**config.mk**
```make
export PLATFORM = sky130hd
export DESIGN_NAME = eclocks
export DESIGN_NICKNAME = d
export VERILOG_FILES = /design/src/hw/eclock_pkg.sv /design/src/hw/eclocks.sv /design/src/hw/eclock_gate.sv /design/src/hw/clock_divider.sv /design/src/hw/eclock_cfg.sv
export SDC_FILE = /design/constraint.sdc
export NUM_CORES = 1
export LEC_CHECK = 0
export BUFFER_PORTS_ARGS = -buffer_cell sky130_fd_sc_hd__buf_2
export CAP_MARGIN = 25
export CORE_MARGIN = 5
export CORE_UTILIZATION = 38
export DETAILED_ROUTE_END_ITERATION = 7
export PLACE_DENSITY = 0.56
export RECOVER_POWER = 100
export SYNTH_ARGS = -nofsm -noshare
export SYNTH_HDL_FRONTEND = slang
export SYNTH_SLANG_ARGS = --single-unit
```
**constraint.sdc**
```tcl
create_clock -name pll_clk -period 2.9 [get_ports pll_clk]
set_input_delay 0.435 -clock pll_clk [delete_from_list [all_inputs] [get_ports pll_clk]]
set_output_delay 0.435 -clock pll_clk [all_outputs]
set_load 0.005 [all_outputs]
```
**src/hw/eclock_pkg.sv**
```systemverilog
// elink clock generator definitions
package eclock_pkg;

   // ##############################
   // widths
   // ##############################
   localparam int CFG_W = 16;           // clock config word
   localparam int DIV_W = 4;            // one divide setting
   localparam int CNT_W = 7;            // divider counter, period up to 128

   // divide limits
   localparam int DIV_MAX     = 7;      // larger settings clamp here
   localparam int DIV4_OFFSET = 2;      // lclk_div4 runs 4x slower than lclk

   // ##############################
   // config word layout
   // ##############################
   localparam int CCLK_EN_BIT  = 0;     // cclk enable
   localparam int LCLK_EN_BIT  = 1;     // lclk enable
   localparam int CCLK_DIV_LSB = 4;     // cclk divide in [7:4]
   localparam int LCLK_DIV_LSB = 8;     // lclk divide in [11:8]

   // ##############################
   // types
   // ##############################
   typedef logic [CFG_W-1:0] cfg_word_t;   // full config word
   typedef logic [DIV_W-1:0] divcfg_t;     // divide setting, period 2^n
   typedef logic [CNT_W-1:0] count_t;      // divider phase counter

   // cclk and lclk at setting 1, both running
   localparam cfg_word_t CFG_RESET = 16'h0113;

   // per-clock output gating
   typedef enum logic [1:0] {
      gate_off,                         // output held low
      gate_wait_low,                    // enabled, waiting for source low
      gate_on                           // passing divided clock
   } gate_state_t;

endpackage
```
**src/hw/eclocks.sv**
```systemverilog
// elink clock generator top
`timescale 1ns/10ps

module eclocks (
   input  logic                  pll_clk,       // primary input clock
   input  logic                  rst,           // sync reset
   input  logic                  cfg_write,     // config write strobe
   input  eclock_pkg::cfg_word_t cfg_data,      // clock config word
   output logic                  cclk_p,        // Epiphany clock pair
   output logic                  cclk_n,
   output logic                  tx_lclk,       // tx serdes clock
   output logic                  tx_lclk90,     // center aligned tx clock
   output logic                  tx_lclk_div4   // tx parallel clock
);

   eclock_pkg::divcfg_t cclk_div;        // decoded settings
   eclock_pkg::divcfg_t lclk_div;
   eclock_pkg::divcfg_t lclk_div4_div;
   logic                cclk_en;
   logic                lclk_en;
   logic                restart;         // common phase realign
   logic                cclk;            // raw divider outputs
   logic                lclk;
   logic                lclk90;
   logic                lclk_div4;

   // ##############################
   // config decode
   // ##############################
   eclock_cfg cfg (
      .pll_clk       (pll_clk),
      .rst           (rst),
      .cfg_write     (cfg_write),
      .cfg_data      (cfg_data),
      .cclk_div      (cclk_div),
      .lclk_div      (lclk_div),
      .lclk_div4_div (lclk_div4_div),
      .cclk_en       (cclk_en),
      .lclk_en       (lclk_en),
      .restart       (restart)
   );

   // ##############################
   // dividers
   // ##############################
   clock_divider cclk_divider (
      .pll_clk  (pll_clk),
      .rst      (rst),
      .restart  (restart),
      .divcfg   (cclk_div),
      .clkout   (cclk),
      .clkout90 ()                       // no phase copy for cclk
   );

   clock_divider lclk_divider (
      .pll_clk  (pll_clk),
      .rst      (rst),
      .restart  (restart),
      .divcfg   (lclk_div),
      .clkout   (lclk),
      .clkout90 (lclk90)
   );

   // parallel clock, ignores the lclk enable
   clock_divider lclk_par_divider (
      .pll_clk  (pll_clk),
      .rst      (rst),
      .restart  (restart),
      .divcfg   (lclk_div4_div),
      .clkout   (lclk_div4),
      .clkout90 ()
   );

   // ##############################
   // output gating
   // ##############################
   eclock_gate gate (
      .pll_clk      (pll_clk),
      .rst          (rst),
      .cclk_en      (cclk_en),
      .lclk_en      (lclk_en),
      .cclk_in      (cclk),
      .lclk_in      (lclk),
      .lclk90_in    (lclk90),
      .lclk_div4_in (lclk_div4),
      .cclk_p       (cclk_p),
      .cclk_n       (cclk_n),
      .tx_lclk      (tx_lclk),
      .tx_lclk90    (tx_lclk90),
      .tx_lclk_div4 (tx_lclk_div4)
   );

endmodule

```
**src/hw/eclock_gate.sv**
```systemverilog
// glitch free clock output gating
`timescale 1ns/10ps

module eclock_gate (
   input  logic pll_clk,        // primary input clock
   input  logic rst,            // sync reset
   input  logic cclk_en,        // cclk enable level
   input  logic lclk_en,        // lclk enable level
   input  logic cclk_in,        // divided cclk
   input  logic lclk_in,        // divided lclk
   input  logic lclk90_in,      // lclk, quarter period later
   input  logic lclk_div4_in,   // parallel clock, never gated
   output logic cclk_p,         // cclk pair
   output logic cclk_n,
   output logic tx_lclk,        // serial clock
   output logic tx_lclk90,      // center aligned serial clock
   output logic tx_lclk_div4    // parallel clock
);

   eclock_pkg::gate_state_t cclk_state;
   eclock_pkg::gate_state_t lclk_state;
   logic                    cclk_low;    // safe point to switch cclk
   logic                    lclk_low;    // both lclk phases low
   logic                    cclk_pass;   // gated cclk level

   // shared switching rule, only move on/off while the source is low
   function automatic eclock_pkg::gate_state_t gate_next(
      input eclock_pkg::gate_state_t state,
      input logic                    en,
      input logic                    src_low
   );
      eclock_pkg::gate_state_t nxt;
      nxt = state;
      case (state)
         eclock_pkg::gate_off: begin
            if (en) nxt = eclock_pkg::gate_wait_low;
         end
         eclock_pkg::gate_wait_low: begin
            if (!en) begin
               nxt = eclock_pkg::gate_off;           // dropped before start
            end else if (src_low) begin
               nxt = eclock_pkg::gate_on;
            end
         end
         eclock_pkg::gate_on: begin
            if (!en && src_low) nxt = eclock_pkg::gate_off;  // finish pulse
         end
         default: nxt = eclock_pkg::gate_off;
      endcase
      return nxt;
   endfunction

   // ##############################
   // gate state
   // ##############################
   assign cclk_low = !cclk_in;
   assign lclk_low = !lclk_in && !lclk90_in;   // 90 copy trails lclk

   always_ff @(posedge pll_clk) begin
      if (rst) begin
         cclk_state <= eclock_pkg::gate_off;
         lclk_state <= eclock_pkg::gate_off;
      end else begin
         cclk_state <= gate_next(cclk_state, cclk_en, cclk_low);
         lclk_state <= gate_next(lclk_state, lclk_en, lclk_low);
      end
   end

   // ##############################
   // output stage
   // ##############################
   assign cclk_pass = (cclk_state == eclock_pkg::gate_on) && cclk_in;

   always_ff @(posedge pll_clk) begin
      if (rst) begin
         cclk_p       <= 1'b0;
         cclk_n       <= 1'b1;
         tx_lclk      <= 1'b0;
         tx_lclk90    <= 1'b0;
         tx_lclk_div4 <= 1'b0;
      end else begin
         cclk_p       <= cclk_pass;
         cclk_n       <= !cclk_pass;
         tx_lclk      <= (lclk_state == eclock_pkg::gate_on) && lclk_in;
         tx_lclk90    <= (lclk_state == eclock_pkg::gate_on) && lclk90_in;
         tx_lclk_div4 <= lclk_div4_in;                  // always running
      end
   end

   // pair stays complementary, including right after reset
   a_cclk_pair : assert property (
      @(posedge pll_clk) disable iff (rst)
      cclk_n == !cclk_p
   ) else $error("cclk_n not inverse of cclk_p");

endmodule

```
**src/hw/clock_divider.sv**
```systemverilog
// power of two clock divider
`timescale 1ns/10ps

module clock_divider (
   input  logic                pll_clk,   // primary input clock
   input  logic                rst,       // sync reset
   input  logic                restart,   // phase realign, clears counter
   input  eclock_pkg::divcfg_t divcfg,    // period is 2^divcfg, 0 = off
   output logic                clkout,    // divided clock, registered level
   output logic                clkout90   // same, quarter period later
);

   // period needs one bit more than the counter (128)
   typedef logic [eclock_pkg::CNT_W:0] span_t;

   eclock_pkg::divcfg_t n_eff;     // setting after clamp
   span_t               period;    // 2^n pll_clk cycles
   eclock_pkg::count_t  mask;      // counter wrap mask
   eclock_pkg::count_t  half;      // high time
   eclock_pkg::count_t  quarter;   // clkout90 lag
   eclock_pkg::count_t  cnt;       // phase counter
   eclock_pkg::count_t  cnt_pos;   // phase of clkout
   eclock_pkg::count_t  cnt_90;    // phase of clkout90
   logic                run;       // nonzero setting

   // assertion support
   eclock_pkg::count_t  high_run;  // cycles clkout has been high so far
   eclock_pkg::divcfg_t cfg_q;     // setting one cycle back

   // ##############################
   // setting decode
   // ##############################
   always_comb begin
      if (divcfg > eclock_pkg::divcfg_t'(eclock_pkg::DIV_MAX)) begin
         n_eff = eclock_pkg::divcfg_t'(eclock_pkg::DIV_MAX);
      end else begin
         n_eff = divcfg;
      end

      run    = (n_eff != '0);
      period = span_t'(1) << n_eff;           // 1 when off
      mask   = eclock_pkg::count_t'(period - span_t'(1));
      half   = eclock_pkg::count_t'(period >> 1);

      // setting 1 has no room for a quarter, 90 copy equals clkout
      if (n_eff > eclock_pkg::divcfg_t'(1)) begin
         quarter = eclock_pkg::count_t'(period >> 2);
      end else begin
         quarter = '0;
      end

      cnt_pos = cnt & mask;
      cnt_90  = (cnt - quarter) & mask;       // wraps negative to late phase
   end

   // ##############################
   // counter and outputs
   // ##############################
   always_ff @(posedge pll_clk) begin
      if (rst || restart) begin
         cnt      <= '0;
         clkout   <= 1'b0;                    // low for the first cycle
         clkout90 <= 1'b0;
      end else begin
         cnt      <= (cnt + eclock_pkg::count_t'(1)) & mask;
         clkout   <= run && (cnt_pos < half); // high for first half
         clkout90 <= run && (cnt_90 < half);
      end
   end

   // ##############################
   // high time tracking
   // ##############################
   always_ff @(posedge pll_clk) begin
      cfg_q <= divcfg;
      if (rst || restart || !clkout || (divcfg != cfg_q)) begin
         high_run <= '0;
      end else begin
         high_run <= high_run + eclock_pkg::count_t'(1);
      end
   end

   // with a settled setting the pulse never outlasts the half period
   a_half_period : assert property (
      @(posedge pll_clk) disable iff (rst)
      (clkout && run && (divcfg == cfg_q)) |-> (high_run < half)
   ) else $error("clkout high longer than half period");

   // the 90 copy only starts once clkout is already up
   a_lag_order : assert property (
      @(posedge pll_clk) disable iff (rst || restart)
      ($rose(clkout90) && run && (divcfg == cfg_q)) |-> clkout
   ) else $error("clkout90 rose while clkout low");

endmodule

```
**src/hw/eclock_cfg.sv**
```systemverilog
// clock config register and decode
`timescale 1ns/10ps

module eclock_cfg (
   input  logic                  pll_clk,        // primary input clock
   input  logic                  rst,            // sync reset
   input  logic                  cfg_write,      // one cycle write strobe
   input  eclock_pkg::cfg_word_t cfg_data,       // new config word
   output eclock_pkg::divcfg_t   cclk_div,       // clamped cclk setting
   output eclock_pkg::divcfg_t   lclk_div,       // clamped lclk setting
   output eclock_pkg::divcfg_t   lclk_div4_div,  // lclk setting + offset
   output logic                  cclk_en,        // cclk enable level
   output logic                  lclk_en,        // lclk enable level
   output logic                  restart         // realign all dividers
);

   // one extra bit so the offset add can't wrap
   typedef logic [eclock_pkg::DIV_W:0] div_sum_t;

   eclock_pkg::cfg_word_t cfg_reg;       // live config
   eclock_pkg::divcfg_t   cclk_raw;      // fields as written
   eclock_pkg::divcfg_t   lclk_raw;
   div_sum_t              div4_sum;      // lclk + offset before clamp

   // settings above DIV_MAX are treated as DIV_MAX
   function automatic eclock_pkg::divcfg_t clamp_div(input div_sum_t d);
      if (d > div_sum_t'(eclock_pkg::DIV_MAX)) begin
         return eclock_pkg::divcfg_t'(eclock_pkg::DIV_MAX);
      end
      return eclock_pkg::divcfg_t'(d);
   endfunction

   // ##############################
   // config register
   // ##############################
   always_ff @(posedge pll_clk) begin
      if (rst) begin
         cfg_reg <= eclock_pkg::CFG_RESET;
         restart <= 1'b0;
      end else begin
         if (cfg_write) begin
            cfg_reg <= cfg_data;
         end
         // pulse only on a real change and never twice in a row
         restart <= cfg_write && (cfg_data != cfg_reg) && !restart;
      end
   end

   // ##############################
   // field decode
   // ##############################
   always_comb begin
      cclk_raw = cfg_reg[eclock_pkg::CCLK_DIV_LSB +: eclock_pkg::DIV_W];
      lclk_raw = cfg_reg[eclock_pkg::LCLK_DIV_LSB +: eclock_pkg::DIV_W];

      cclk_div = clamp_div({1'b0, cclk_raw});
      lclk_div = clamp_div({1'b0, lclk_raw});

      // div4 clock is 2 settings slower than lclk and clamps at period 128
      div4_sum      = {1'b0, lclk_div} + div_sum_t'(eclock_pkg::DIV4_OFFSET);
      lclk_div4_div = clamp_div(div4_sum);

      cclk_en = cfg_reg[eclock_pkg::CCLK_EN_BIT];
      lclk_en = cfg_reg[eclock_pkg::LCLK_EN_BIT];
   end

   // ##############################
   // checks
   // ##############################
   // every divider sees one clean realign per change
   a_restart_single : assert property (
      @(posedge pll_clk) disable iff (rst)
      restart |=> !restart
   ) else $error("restart high two cycles in a row");

endmodule

```
==> results.py <==
metrics = {
    "sta": {
        "max_clock_freq_mhz": 352,
        "rsz0062_at_grt": "true",
        "maxSlewViolCount": 0,
        "slew_headroom_pct": 33.6,
        "period_share_pct": 98.0,
        "skew_ns": 0.0112,
        "hold_violations": 0,
        "tightest_slew_ns": 0.996,
        "min_period_ns": 2.84,
        "setup_viol": 0,
    },
    "setup_path": {
        "worst_setup_path_start_kind": "register",
        "startpoint": "cfg.cfg_reg[9]",
        "endpoint": "lclk_divider.clkout",
        "cp.arrival_ns": 3.05,
        "crit-reg2reg-launch": "cfg.cfg_reg[9]",
        "required_ns": 3.11,
        "worst-path-buf-inv": 1,
        "r2r_cells": 10,
        "cp_slowest_cell": "or4b_4",
        "cp.depth": 10,
        "cp_max_fo": 12,
        "reg2reg_slack_ns": 0.06,
        "rr_endpoint": "lclk_divider.clkout",
        "critPathTopFamily": "simple AND/OR/NAND/NOR gates",
        "critPathKind": "register to register",
        "crit_chain": "buf_4 > or4b_4 > ha_2 > mux2_2 > a32oi_4 > nor2_1 > ha_1 > nand4_1 > a21oi_1 > a2111oi_2",
        "slowest_delay_ns": 0.55,
        "crit_path_end_kind": "register",
    },
    "grt": {
        "grt-ovfl-total": 0,
        "grt_pass1_vias": 2790,
        "grtUsageTotal_pct": 14.1,
        "antenna_found_initial": 0,
        "grt_max_degree": 22,
        "grt_first_pass_wirelength_mm": 13.1,
    },
    "route": {
        "drc": 0,
        "num_vias": 2892,
        "ant_nets": 0,
        "first_iter_violations": 113,
        "avgRoutedWirePerCell_um": 14.0,
        "viasPerCell": 5.23,
        "routed_wl_mm": 7.77,
        "drtPass1Iterations": 4,
    },
    "synthesis": {
        "async_reset_ff_share_pct": 0,
        "synth.avg_cell_area_um2": 8.59,
        "syn-cell-area_um2": 3390,
        "synth_warnings": 0,
        "yosys.cell_types.count": 49,
        "ys_seq_elements": 51,
        "synth-edff-count": 0,
        "ys_seq_area_share_pct": 30.1,
        "syn_nets": 453,
        "synth_flop_cell": "dfxtp_1",
        "syn-instance-count": 395,
    },
    "final_layout": {
        "largest_reg_flops": 16,
        "drive_gt1_share_pct": 21.6,
        "syn_to_final_growth_pct": 20.0,
        "nets": 502,
        "utilization_pct": 46.7,
        "fin_area_um2": 4070,
        "diodes": 0,
    },
    "clocking": {
        "cts_sinks": 51,
        "clock_path_buffers": 2,
        "ctsHoldBuffers": 0,
        "tritoncts": "built",
        "insertion_delay_ns": 0.31,
        "cts_root_buffer": "clkbuf_8",
        "cts_buffers": 5,
        "clkTransAtPathRegs_ns": 0.11,
        "cts_max_level": 2,
    },
    "floorplanning": {
        "initial_core_util_pct": 38.9,
        "die-width_um": 104,
        "core_um2": 8720,
        "die_h_um": 104,
        "dieArea_um2": 10900,
        "rows": 34,
        "ios": 24,
    },
    "outcome": {
        "status": "finished, final reports clean",
    },
    "hold_path": {
        "hp-class": "input port to register",
        "hold_depth": 3,
    },
    "pwr": {
        "p_leak_nw": 1.75,
        "p_per_area_nw_per_um2": 409,
        "peakVddDrop_v": 0.000230,
    },
    "placed_design": {
        "gp_congestion": 0.865,
        "dp.final_hpwl_mm": 6.02,
        "port_buffers": 23,
        "dpl_cell_area_um2": 3780,
    },
    "job": {
        "drv_cap": 0,
    },
}
tightest hold or removal path, stage by stage:
cell and delay [ns]:
buf_2 0.10, mux2i_1 0.06, nand2_1 0.06
kinds of logic (layout without fill, tap and decap cells):
kind of cell	count (synthesis)	count (layout)	synth area share, %
AO/OA/AOI/OAI	56	56	11.6
XOR/XNOR	36	36	9.29
adder cells (fa/ha/maj)	39	39	14.6
buffers and inverters	33	83	4.35
flip-flops	51	51	30.1
multiplexers	16	16	4.76
AND/OR/NAND/NOR	164	164	25.3
synthesized netlist by cell type (2+ instances only):
library cell,number,area [µm²]
o211ai_2,2,25.0
nor2b_1,25,156
a211oi_1,4,30.0
a2111oi_2,2,30.0
dfxtp_1,51,1020
buf_6,3,33.8
xor2_1,26,228
a21oi_1,15,75.1
nand3b_1,4,30.0
nand2_1,30,113
xnor2_1,10,87.6
a31oi_1,3,18.8
clkbuf_1,11,41.3
nor3b_1,5,37.5
o21bai_1,2,15.0
mux2i_1,15,150
o21ai_0,9,45.0
ha_1,38,475
nor4b_1,3,26.3
a32oi_1,2,17.5
nor3_1,16,80.1
inv_1,15,56.3
and3_1,7,43.8
nand4_1,4,25.0
nand3_1,17,85.1
nor2_1,37,139
and2_1,3,18.8
inv_2,2,7.51
o211ai_1,2,15.0
nor4_1,5,31.3
a21o_1,7,52.6
and4_1,3,26.3
report_power, final:
part           switching (W)  leakage [nW]  internal, W  total [W]
clock               0.000265        0.0502     0.000179   0.000444
sequential         0.0000352         0.419     0.000741   0.000776
combinational       0.000231          1.28     0.000216   0.000447
total               0.000531          1.75      0.00114    0.00167
stage by stage:
step / total power [W] / hold WS (ns) / cells / setup slack [ns] / setup TNS (ns)
after CTS: 0.00164 / 0.357 / 544 / 0.00377 / 0
final: 0.00167 / 0.367 / 553 / 0.0567 / 0
after global placement: 0.00118 / 0.409 / 535 / 0.0301 / 0
after detailed placement: 0.00119 / 0.419 / 535 / -0.0760 / -0.0760
after global routing: 0.00178 / 0.370 / 553 / -0.0337 / -0.0385
after floorplan: 0.00106 / 0.399 / 395 / 0.0420 / 0
cell type report:
cell class	count	area (µm²)
flip-flops and latches	51	1030
clock buffers	5	68.8
inverters	17	63.8
well taps	108	135
fillers	854	4650
repair buffers	58	384
multi-input cells	311	2360
clock inverters	3	28.8
timing repair:
action	in CTS	in global routing
endpoints found under the setup margin	2	3
setup buffers	1	9
pin swaps	3	15
hold endpoints to repair	0	0
gates resized for setup	8	20
how the worst min path moves through the flow:
| stage | startpoint | to | slack (ns) |
|---|---|---|---|
| 2_1_floorplan | gate.lclk_state[1] | gate.lclk_state[0] | 0.40 |
| 3_3_place_gp | gate.lclk_state[1] | gate.lclk_state[0] | 0.41 |
| 3_5_place_dp | gate.lclk_state[1] | gate.lclk_state[0] | 0.42 |
| 4_1_cts | cfg_data[0] | cfg.cfg_reg[0] | 0.36 |
| 5_1_grt | cfg_data[0] | cfg.cfg_reg[0] | 0.37 |
| 6_report | cfg_data[0] | cfg.cfg_reg[0] | 0.37 |
layout by cell type, fill, tap and decap left out, types with 3 or more instances in the layout:
master    instances
a211oi_2          3
a21o_1            7
a21oi_1          14
a31oi_1           3
and2_1            3
and3_1            7
buf_2            21
buf_4            33
clkbuf_8          5
dfxtp_1          47
dfxtp_4           3
ha_1             35
inv_1            15
mux2i_1          15
nand2_1          28
nand3_1          17
nand3b_1          4
nand4_1           4
nor2_1           35
nor2b_1          22
nor3_1           15
nor3b_1           4
nor4_1            5
nor4b_1           3
o21ai_0           8
xnor2_1           9
xor2_1           26
metal layers:
metal	share of wire [%]	GRT usage, %	up-vias
met5	0	0	-
met4	0.79	2.78	0
met3	3.3	2.55	6
met2	45	22.5	47
met1	51	19.9	1342
li1	-	-	1497
No activity file was read; power rests on OpenSTA's default activity.
